**config.mk**
```make
export PLATFORM = sky130hd
export DESIGN_NAME = exec_unit
export DESIGN_NICKNAME = d
export VERILOG_FILES = /design/src/rtl/alu_pkg.sv /design/src/rtl/muldiv_if.sv /design/src/rtl/exec_unit.sv /design/src/rtl/int_alu.sv /design/src/rtl/muldiv_unit.sv
export VERILOG_INCLUDE_DIRS = /design/src /design/src/rtl
export SDC_FILE = /design/constraint.sdc
export NUM_CORES = 2
export LEC_CHECK = 0
export BUFFER_PORTS_ARGS = -buffer_cell sky130_fd_sc_hd__buf_2
export CORE_ASPECT_RATIO = 0.8
export CORE_MARGIN = 5
export CORE_UTILIZATION = 30
export CTS_CLUSTER_SIZE = 10
export DETAILED_ROUTE_END_ITERATION = 8
export GPL_TIMING_DRIVEN = 0
export HOLD_SLACK_MARGIN = 0.02
export MAX_ROUTING_LAYER = met4
export PLACE_DENSITY = 0.44
export SLEW_MARGIN = 15
export SYNTH_ARGS = -nofsm -noshare
export SYNTH_HDL_FRONTEND = slang
export SYNTH_SLANG_ARGS = --single-unit
export TNS_END_PERCENT = 20
```
**constraint.sdc**
```tcl
create_clock -name clk -period 14.07 [get_ports clk]
set_clock_uncertainty 0.15 [all_clocks]
set_input_delay 3.5175 -clock clk [delete_from_list [all_inputs] [get_ports clk]]
set_output_delay 3.5175 -clock clk [all_outputs]
set_load 0.02 [all_outputs]
```
**src/rtl/alu_config.svh**
```systemverilog
`ifndef ALU_CONFIG_SVH
`define ALU_CONFIG_SVH

// Data path width of the execute block
`define XLEN 32

// Width of the immediate shift-amount field
`define SHAMT_W 5

// One quotient bit per divider step
`define DIV_STEPS `XLEN

`endif

```
**src/rtl/alu_pkg.sv**
```systemverilog
`default_nettype none

package alu_pkg;

    `include "alu_config.svh"

    typedef logic [`XLEN-1:0] word_t;

    typedef enum logic [4:0] {
        OP_AND   = 5'b00000,
        OP_OR    = 5'b00001,
        OP_XOR   = 5'b00010,
        OP_ADDU  = 5'b00011,
        OP_SUBU  = 5'b00100,
        OP_SLTU  = 5'b00101,
        OP_SLT   = 5'b00110,
        OP_MULTU = 5'b00111,
        OP_MULT  = 5'b01000,
        OP_SLL   = 5'b01001,
        OP_SLLV  = 5'b01010,
        OP_SRA   = 5'b01011,
        OP_SRL   = 5'b01100,
        OP_SRAV  = 5'b01101,
        OP_SRLV  = 5'b01110,
        OP_DIV   = 5'b01111,
        OP_DIVU  = 5'b10000,
        OP_MFHI  = 5'b10001,
        OP_MFLO  = 5'b10010,
        OP_BLTZ  = 5'b10011,
        OP_BGTZ  = 5'b10100,
        OP_BGEZ  = 5'b10101,
        OP_BNE   = 5'b10110,
        OP_BLEZ  = 5'b10111,
        OP_JR    = 5'b11000
    } alu_op_e;

    typedef enum logic [1:0] {
        MD_IDLE = 2'd0, // Waiting for start
        MD_MUL  = 2'd1, // Product held for HI/LO split
        MD_DIV  = 2'd2, // Shift-subtract steps
        MD_FIX  = 2'd3  // Quotient and remainder sign fix-up
    } md_state_e;

    // Ops that go to the multiply/divide unit instead of the ALU
    function automatic logic is_muldiv(alu_op_e op);
        return op inside {OP_MULT, OP_MULTU, OP_DIV, OP_DIVU};
    endfunction

endpackage

`default_nettype wire

```
**src/rtl/muldiv_if.sv**
```systemverilog
`timescale 1ns/1ns
`default_nettype none

interface muldiv_if
    import alu_pkg::*;
();

    logic    start; // One-cycle strobe, only while busy is low
    alu_op_e op;
    word_t   a;
    word_t   b;
    logic    busy;
    word_t   hi;
    word_t   lo;

    modport ctrl (
        output start, op, a, b,
        input  busy, hi, lo
    );

    modport unit (
        input  start, op, a, b,
        output busy, hi, lo
    );

endinterface

`default_nettype wire

```
**src/rtl/exec_unit.sv**
```systemverilog
`timescale 1ns/1ns
`default_nettype none

`include "alu_config.svh"

module exec_unit
    import alu_pkg::*;
(
    input  wire                 clk,
    input  wire                 arst_n,
    input  logic                in_valid,
    input  alu_op_e             op,
    input  word_t               a,
    input  word_t               b,
    input  logic [`SHAMT_W-1:0] shamt,
    output logic                out_valid,
    output word_t               y,
    output logic                zero,
    output logic                busy
);

    muldiv_if md_bus ();

    word_t alu_y;
    logic  alu_zero;
    logic  alu_issue;

    assign alu_issue    = in_valid && !is_muldiv(op);

    assign md_bus.start = in_valid && is_muldiv(op); // No back-pressure
    assign md_bus.op    = op;
    assign md_bus.a     = a;
    assign md_bus.b     = b;

    int_alu int_alu_inst (
        .op    (op),
        .a     (a),
        .b     (b),
        .shamt (shamt),
        .hi    (md_bus.hi),
        .lo    (md_bus.lo),
        .y     (alu_y),
        .zero  (alu_zero)
    );

    muldiv_unit muldiv_unit_inst (
        .clk    (clk),
        .arst_n (arst_n),
        .md     (md_bus)
    );

    always_ff @(posedge clk or negedge arst_n) begin
        if (!arst_n) begin
            out_valid <= 1'b0;
            y         <= '0;
            zero      <= 1'b1; // Matches y of zero
        end else begin
            out_valid <= alu_issue; // One cycle per issue
            if (alu_issue) begin
                y    <= alu_y;
                zero <= alu_zero;
            end
        end
    end

    assign busy = md_bus.busy;

endmodule

`default_nettype wire

```
**src/rtl/int_alu.sv**
```systemverilog
`timescale 1ns/1ns
`default_nettype none

`include "alu_config.svh"

module int_alu
    import alu_pkg::*;
(
    input  alu_op_e             op,
    input  word_t               a,
    input  word_t               b,
    input  logic [`SHAMT_W-1:0] shamt,
    input  word_t               hi,
    input  word_t               lo,
    output word_t               y,
    output logic                zero
);

    logic [`SHAMT_W-1:0] var_shamt;
    logic                a_neg;
    logic                a_is_zero;

    assign var_shamt = a[`SHAMT_W-1:0]; // Variable shifts use low bits of a
    assign a_neg     = a[`XLEN-1];
    assign a_is_zero = (a == '0);

    always_comb begin
        case (op)
            OP_AND: begin
                y = a & b;
            end
            OP_OR: begin
                y = a | b;
            end
            OP_XOR: begin
                y = a ^ b;
            end
            OP_ADDU: begin
                y = a + b;
            end
            OP_SUBU: begin
                y = a - b;
            end
            OP_SLTU: begin
                y = word_t'(a < b);
            end
            OP_SLT: begin
                y = word_t'($signed(a) < $signed(b));
            end
            OP_SLL: begin
                y = b << shamt;
            end
            OP_SLLV: begin
                y = b << var_shamt;
            end
            OP_SRA: begin
                y = $signed(b) >>> shamt; // Sign fill
            end
            OP_SRL: begin
                y = b >> shamt;
            end
            OP_SRAV: begin
                y = $signed(b) >>> var_shamt;
            end
            OP_SRLV: begin
                y = b >> var_shamt;
            end
            OP_MFHI: begin
                y = hi;
            end
            OP_MFLO: begin
                y = lo;
            end
            OP_BLTZ: begin
                y = word_t'(a_neg);
            end
            OP_BGTZ: begin
                y = word_t'(!a_neg && !a_is_zero);
            end
            OP_BGEZ: begin
                y = word_t'(!a_neg);
            end
            OP_BNE: begin
                y = word_t'(a != b);
            end
            OP_BLEZ: begin
                y = word_t'(a_neg || a_is_zero);
            end
            OP_JR: begin
                y = a; // Jump target passes through
            end
            default: begin
                y = '0; // Mul/div and unused codes
            end
        endcase
    end

    assign zero = (y == '0);

endmodule

`default_nettype wire

```
**src/rtl/muldiv_unit.sv**
```systemverilog
`timescale 1ns/1ns
`default_nettype none

`include "alu_config.svh"

module muldiv_unit
    import alu_pkg::*;
(
    input wire      clk,
    input wire      arst_n,
    muldiv_if.unit  md
);

    localparam int CNT_W = $clog2(`DIV_STEPS + 1);

    md_state_e          state_q;
    logic [CNT_W-1:0]   cnt_q;
    word_t              hi_q;
    word_t              lo_q;

    logic [2*`XLEN-1:0] prod_q;
    word_t              rem_q;
    word_t              quo_q;
    word_t              dvsr_q;
    logic               quo_neg_q;
    logic               rem_neg_q;

    logic               signed_op;
    logic               a_neg;
    logic               b_neg;
    word_t              a_mag;
    word_t              b_mag;
    logic [2*`XLEN-1:0] prod_mag;
    logic [2*`XLEN-1:0] prod;
    logic [`XLEN:0]     trial;

    assign signed_op = (md.op == OP_MULT) || (md.op == OP_DIV);
    assign a_neg     = signed_op && md.a[`XLEN-1];
    assign b_neg     = signed_op && md.b[`XLEN-1];
    assign a_mag     = a_neg ? (~md.a + 1'b1) : md.a;
    assign b_mag     = b_neg ? (~md.b + 1'b1) : md.b;

    assign prod_mag  = {{`XLEN{1'b0}}, a_mag} * {{`XLEN{1'b0}}, b_mag};
    assign prod      = (a_neg ^ b_neg) ? (~prod_mag + 1'b1) : prod_mag;

    // Partial remainder with next dividend bit, minus divisor
    assign trial     = {rem_q, quo_q[`XLEN-1]} - {1'b0, dvsr_q};

    always_ff @(posedge clk or negedge arst_n) begin
        if (!arst_n) begin
            state_q <= MD_IDLE;
            cnt_q   <= '0;
            hi_q    <= '0;
            lo_q    <= '0;
        end else begin
            case (state_q)
                MD_IDLE: begin
                    if (md.start) begin
                        cnt_q <= '0;
                        if (md.op == OP_MULT || md.op == OP_MULTU) begin
                            state_q <= MD_MUL;
                        end else begin
                            state_q <= MD_DIV;
                        end
                    end
                end
                MD_MUL: begin
                    hi_q    <= prod_q[2*`XLEN-1:`XLEN];
                    lo_q    <= prod_q[`XLEN-1:0];
                    state_q <= MD_IDLE;
                end
                MD_DIV: begin
                    cnt_q <= cnt_q + 1'b1;
                    if (cnt_q == CNT_W'(`DIV_STEPS - 1)) begin
                        state_q <= MD_FIX;
                    end
                end
                default: begin
                    lo_q    <= quo_neg_q ? (~quo_q + 1'b1) : quo_q;
                    hi_q    <= rem_neg_q ? (~rem_q + 1'b1) : rem_q;
                    state_q <= MD_IDLE;
                end
            endcase
        end
    end

    always_ff @(posedge clk) begin
        if (state_q == MD_IDLE && md.start) begin
            prod_q    <= prod;
            rem_q     <= '0;
            quo_q     <= a_mag; // Dividend shifts out as quotient shifts in
            dvsr_q    <= b_mag;
            // Zero divisor leaves quotient all ones and HI back at a
            quo_neg_q <= (a_neg ^ b_neg) && (md.b != '0);
            rem_neg_q <= a_neg;
        end else if (state_q == MD_DIV) begin
            if (!trial[`XLEN]) begin
                rem_q <= trial[`XLEN-1:0];
                quo_q <= {quo_q[`XLEN-2:0], 1'b1};
            end else begin
                rem_q <= {rem_q[`XLEN-2:0], quo_q[`XLEN-1]};
                quo_q <= {quo_q[`XLEN-2:0], 1'b0};
            end
        end
    end

    assign md.busy = (state_q != MD_IDLE);
    assign md.hi   = hi_q;
    assign md.lo   = lo_q;

endmodule

`default_nettype wire

```
Word-level counts from Yosys, hierarchy flattened:

Cells that the tools add are included.

* equal/unequal tests: 30
* order comparisons: 2
* mux-type cells: 18
* divide/modulo/power cells: 0
* multiply operators: 1
* shift-type cells: 6
* add/sub/neg operators: 9
* bitwise logic cells: 9
* reduce and logical (&&, ||, !) cells: 25

Operators by type and width (count)
* 32-bit case mux with 21 select lines: 1
* 32-bit 2-to-1 mux: 7
* 32-bit by 1-bit adder with 32-bit output (second input constant): 4
* 32-bit inverter: 4
* 32-bit case mux with 2 select lines: 2
* 64-bit by 1-bit adder with 64-bit output (second input constant): 1
* 32-bit zero test: 2
* 32-bit less-than comparator: 2
* 32-bit by 32-bit multiplier with 64-bit output: 1
* 64-bit 2-to-1 mux: 1
* 64-bit inverter: 1
* 32-bit by 5-bit left shift with 32-bit output: 2
* 32-bit by 5-bit right shift with 32-bit output: 2
* 32-bit by 5-bit >>> shifter with 32-bit output: 2
* 5-bit == test (second input constant): 9
* 5-bit by 4-bit == test with 1-bit output (second input constant): 8
* 33-bit by 32-bit subtractor with 33-bit output: 1
* 32-bit adder: 1
* 32-bit bitwise AND: 1
* 32-bit inequality test: 1
* 32-bit OR: 1
* 32-bit nonzero test: 1
* 32-bit subtractor: 1
* 32-bit bitwise XOR: 1
* 23 further kinds: 43

* register bits: 268
* memories: 0
* ROM bits: 0
* output and inout bits: 35
* memory bits (writable): 0
* logic and storage cells: 113
* latch bits: 0

Logic depth before layout (Yosys ltp):

* depth after elaboration: 8
* depth in mapped cells: 43
* gate-level depth less buffers: 36

Modules after synthesis:

From an unflattened synthesis, not the netlist that was laid out.

* cells, all modules: 7744
* area total of the unflattened synthesis: 63051.7 um^2

By module, submodules not included
* muldiv_unit: instances 1, cells an instance 5418, area an instance 47659.5 um^2
* int_alu: instances 1, cells an instance 2247, area an instance 13939.6 um^2
* exec_unit: instances 1, cells an instance 79, area an instance 1452.6 um^2

Worst setup path after synthesis:

OpenSTA, ideal clock, no wires.

* path type: input-to-reg
* from: in a[0]
* to: reg muldiv_unit_inst.prod_q[63] (data pin)
* path buffers: 5
* stages on the path: 38
* data arrival time: 14.361 ns
* data required time: 13.658 ns
* setup slack: -0.703 ns
* path through: buf_2 -> inv_1 -> clkbuf_1 -> clkbuf_1 -> ha_1 -> or3b_2 -> nor3_1 -> and3_1 -> and3_1 -> inv_1 -> o21a_1 -> xnor2_1 -> clkbuf_1 -> nand2_1 -> fa_1 -> fa_1 -> fa_1 -> fa_1 -> [2 not listed] -> fa_1 -> fa_1 -> inv_1 -> fa_1 -> inv_1 -> ha_1 -> clkbuf_1 -> a21o_1 -> a21o_1 -> a221o_1 -> a21oi_1 -> nand2_1 -> or3_1 -> a31oi_1 -> or4b_1 -> or3_1 -> o31ai_2 -> xnor2_1

* longest elaborated chain between the ends: 7

RTL lines
* start: declaration: line exec_unit.sv:13 `input word_t a,`
* 32-bit inverter: line muldiv_unit.sv:40 `assign a_mag = a_neg ? (~md.a + 1'b1) : md.a;`
* 32-bit by 1-bit adder with 32-bit output: line muldiv_unit.sv:40
* 32-bit 2-to-1 mux (*): line muldiv_unit.sv:40
* 32-bit by 32-bit multiplier with 64-bit output (*): line muldiv_unit.sv:43 `` assign prod_mag = {{`XLEN{1'b0}}, a_mag} * {{`XLEN{1'b0}}, b_mag}; ``
* 64-bit inverter: line muldiv_unit.sv:44 `assign prod = (a_neg ^ b_neg) ? (~prod_mag + 1'b1) : prod_mag;`
* 64-bit by 1-bit adder with 64-bit output: line muldiv_unit.sv:44
* 64-bit 2-to-1 mux (*): line muldiv_unit.sv:44
* net muldiv_unit_inst.prod[63]: line muldiv_unit.sv:34 `` logic [2*`XLEN-1:0] prod; ``
* end signal: assignment: line muldiv_unit.sv:89 `prod_q <= prod;`
* end: declaration: line muldiv_unit.sv:21 `` logic [2*`XLEN-1:0] prod_q; ``

The timed path passes the listed nets; every way through them passes the cells marked *.
A chain may end at the register's enable or synchronous reset.

Worst setup path after layout:

* from: in op[0]
* to: reg muldiv_unit_inst.prod_q[60] (data pin)

* longest elaborated chain between the ends: 8

RTL lines
* start: declaration: line exec_unit.sv:12 `input alu_op_e op,`
* 5-bit by 4-bit == test with 1-bit output: line muldiv_unit.sv:37 `assign signed_op = (md.op == OP_MULT) || (md.op == OP_DIV);`
* 1-bit logical OR (*): line muldiv_unit.sv:37
* 1-bit logical AND, on equally long branches: line muldiv_unit.sv:38, muldiv_unit.sv:39
* 32-bit 2-to-1 mux, on equally long branches: line muldiv_unit.sv:40, muldiv_unit.sv:41
* 32-bit by 32-bit multiplier with 64-bit output: line muldiv_unit.sv:43
* 64-bit inverter: line muldiv_unit.sv:44
* 64-bit by 1-bit adder with 64-bit output: line muldiv_unit.sv:44
* 64-bit 2-to-1 mux (*): line muldiv_unit.sv:44
* net muldiv_unit_inst.prod[60]: line muldiv_unit.sv:34

Marks and branches as above.

==> run metrics <==
outcome=complete, but fails checks; failing checks=setup timing; Vias=61.5k; fmax=0.0710 GHz; largest net degree at the start of global routing=73; most frequent CP cell=fa_1; CTS tree=done; Die Wd=517 µm; Min Clock Period, post-route=approximately 14000 ps; dpl hpwl=303 mm; Setup crit end kind=flip-flop; DRT antenna net count=0; number of global-route vias before repair=59.5k; largest area contributor in the netlist=fa_1; Post-synth EDFFs=130; max-slew violations=0; worst-margin pin slew=1460 ps; first-pass GRT wire length=493 mm; Synthesized Nets=8897; Max Cap Viol=0; number of remaining DRC errors=0; Worst-Skew Late Latency=580 ps; worst hold path type=flip-flop to flip-flop; R2R setup slack=8350 ps; CP arrival=14240 ps; # nets final=9226; total grt overflow=0; WL final=around 360 mm; r2r endpoint=muldiv_unit_inst.rem_q[26]; post-route cell area=72700 µm²; final hold vios=0; sequential share of the synthesized area=0.116; Initial Util=0.301; Slowest-stage cell, CP=xnor2_2; P&R area growth vs syn=17.7%; setup TNS=-37.8 ps; I/O Buffers=107; Avg Synthesized Cell Area=slightly above 8 µm²; Initial DRT Pass Iterations=6; critical path class=input pin to flip-flop; ranking of synthesized cells by area=fa_1 29%, ha_1 8.0%, inv_1 6.5%, edfxtp_1 6.3%, nor2_1 5.6%; Vias/cell=just under 6; Reg clk slew, reported paths=50 ps; routability cong.=1.10; Critical Path RT=14220 ps; setup ws final=-23.2 ps; CP max stage delay=690 ps; Synth top area share=0.291; Yosys cell types=109; RSZ-0062 raised after global routing=yes; H-tree lvl count=2; root buffer cell=clkbuf_16; clk sinks=268; met3 Usage GRT=0.119; Syn Std Cell Area=~62000 µm²; worst hold start=zero; IO Count=112; wire per inst=between 30 and 40 µm; commonest non-fill, non-tap cell in the layout=inv_1; core area=205000 µm²; period utilization=1.00; fraction of registers with async set/reset=0.396; commonest cells after routing, fill and taps aside=1053 x inv_1, 900 x nor2_1, 881 x nand2_1; Total GRT Usage=0.336; fillcell total=21.7k; Max transition margin=0.0156; hold-fix buffers at CTS=0; GRT busiest layer=met1; Hold Path End=zero; share of layout cells above drive strength 1=0.141; antenna violations before repair=41; reg-to-reg startpoint=muldiv_unit_inst.quo_q[31]; Post-Syn Instances=about 7.5k; dpl cells=10.4k; initial DRC count=7684; #FFs+latches synth=around 270; Min-Delay Path Depth=2; Die Y=416 µm; Register Area=7200 µm²; Top FF cell, synth=edfxtp_1; Max clock buf depth=3; number of CTS-inserted buffers=35; met2 usage=0.433; R2R cell count=17; CP startpoint kind=input pin; critical path fanouts, max=15; endpoints failing setup=3; Multi-input gate area=between 50000 and 60000 µm²; Die ar.=215000 µm²; final std cells w/o fill=10.6k; # rows=149; Ys Warns=0; M1 GR Usage=0.486; Placed Area=approximately 67000 µm²
==> worst max path at each step <==
stage | start | slack [ps] | depth (start not counted) | endpoint
4_1_cts | a[8] | 0.1 | 38 | muldiv_unit_inst.prod_q[63]
2_1_floorplan | a[0] | 0.5 | 40 | muldiv_unit_inst.prod_q[63]
5_1_grt | b[9] | -80 | 40 | muldiv_unit_inst.prod_q[60]
6_report | op[0] | -20 | 38 | muldiv_unit_inst.prod_q[60]
3_5_place_dp | op[0] | -5050 | 41 | muldiv_unit_inst.prod_q[53]
3_3_place_gp | op[0] | -5740 | 35 | muldiv_unit_inst.prod_q[53]
==> cells by family after synthesis <==
logic type,share of synthesized area
multiplexers,0.0391
buffers and inverters,0.0939
flip-flops,0.116
adder cells (fa/ha/maj),0.372
AND/OR/NAND/NOR,0.174
XOR/XNOR,0.0412
AO/OA/AOI/OAI,0.164
==> sequential cells by signal, indices dropped and copies added (netlist names) <==
signal / flops
muldiv_unit_inst.prod_q: 64
muldiv_unit_inst.dvsr_q: 32
muldiv_unit_inst.md.hi: 32
muldiv_unit_inst.md.lo: 32
muldiv_unit_inst.quo_q: 32
muldiv_unit_inst.rem_q: 32
y: 32
muldiv_unit_inst.cnt_q: 6
muldiv_unit_inst.state_q: 2
muldiv_unit_inst.quo_neg_q: 1
muldiv_unit_inst.rem_neg_q: 1
out_valid: 1
zero: 1
==> metrics by stage <==
step	hold slack (ps)	setup slack [ps]	util
after floorplan	314	0.473	-
after global placement	310	-5740	0.320
after detailed placement	308	-5050	0.327
after CTS	316	0.109	0.346
after global routing	341	-80.5	0.354
final	312	-23.2	0.354
==> metal layers <==
layer	up-vias	part of all wire
li1	25600	-
met1	31700	0.45
met2	3644	0.38
met3	562	0.13
met4	0	0.038
met5	-	0
==> worst max-delay path: cells and delay by family <==
family,cells,cell delay [ps]
AOI/OAI and AO/OA,5,870
xor gates and xnor gates,2,840
adders and majority gates,9,4140
buffers and inverters,12,2320
and+or+nand+nor,10,2440
==> cell usage after synthesis, types with 34 or more instances <==
master    instances
a211oi_1        109
a21o_1           82
a21oi_1         330
a221oi_1         34
a22oi_1          91
a31oi_1          50
and2_1           57
and3_1           41
buf_2            38
clkbuf_1        364
dfrtp_1         105
edfxtp_1        130
fa_1            899
ha_1            397
inv_1          1069
mux2_2           96
mux2i_1          93
nand2_1         891
nand2b_1         91
nand3_1         100
nand4_1          35
nor2_1          916
nor2b_1          39
nor3_1          104
nor4_1           35
o211ai_1         71
o21ai_0         263
o22ai_1          50
o31ai_1          56
or3_1            35
xnor2_1         187
xor2_1          104
==> cell type report <==
| type | count | share of cell area |
|---|---|---|
| multi-input combinational | 5732 | 0.705 |
| sequential | 268 | 0.0990 |
| inverter | 1088 | 0.0573 |
| tap | 2718 | 0.0468 |
| timing repair buffer | 344 | 0.0431 |
| buffer | 384 | 0.0335 |
| clock buffer | 55 | 0.0132 |
| clock inverter | 9 | 0.00165 |
| antenna | 25 | 0.000860 |
==> what timing repair did <==
item | 4_1_cts | 5_1_grt
buffers inserted | 86 | 94
resized for setup | 551 | 236
setup endpoints to repair | 56 | 26
pin swaps | 71 | 129
Power is left out: the tool's default activity adds up to more than one toggle a clock period on the data nets, which glitch-free logic cannot reach.
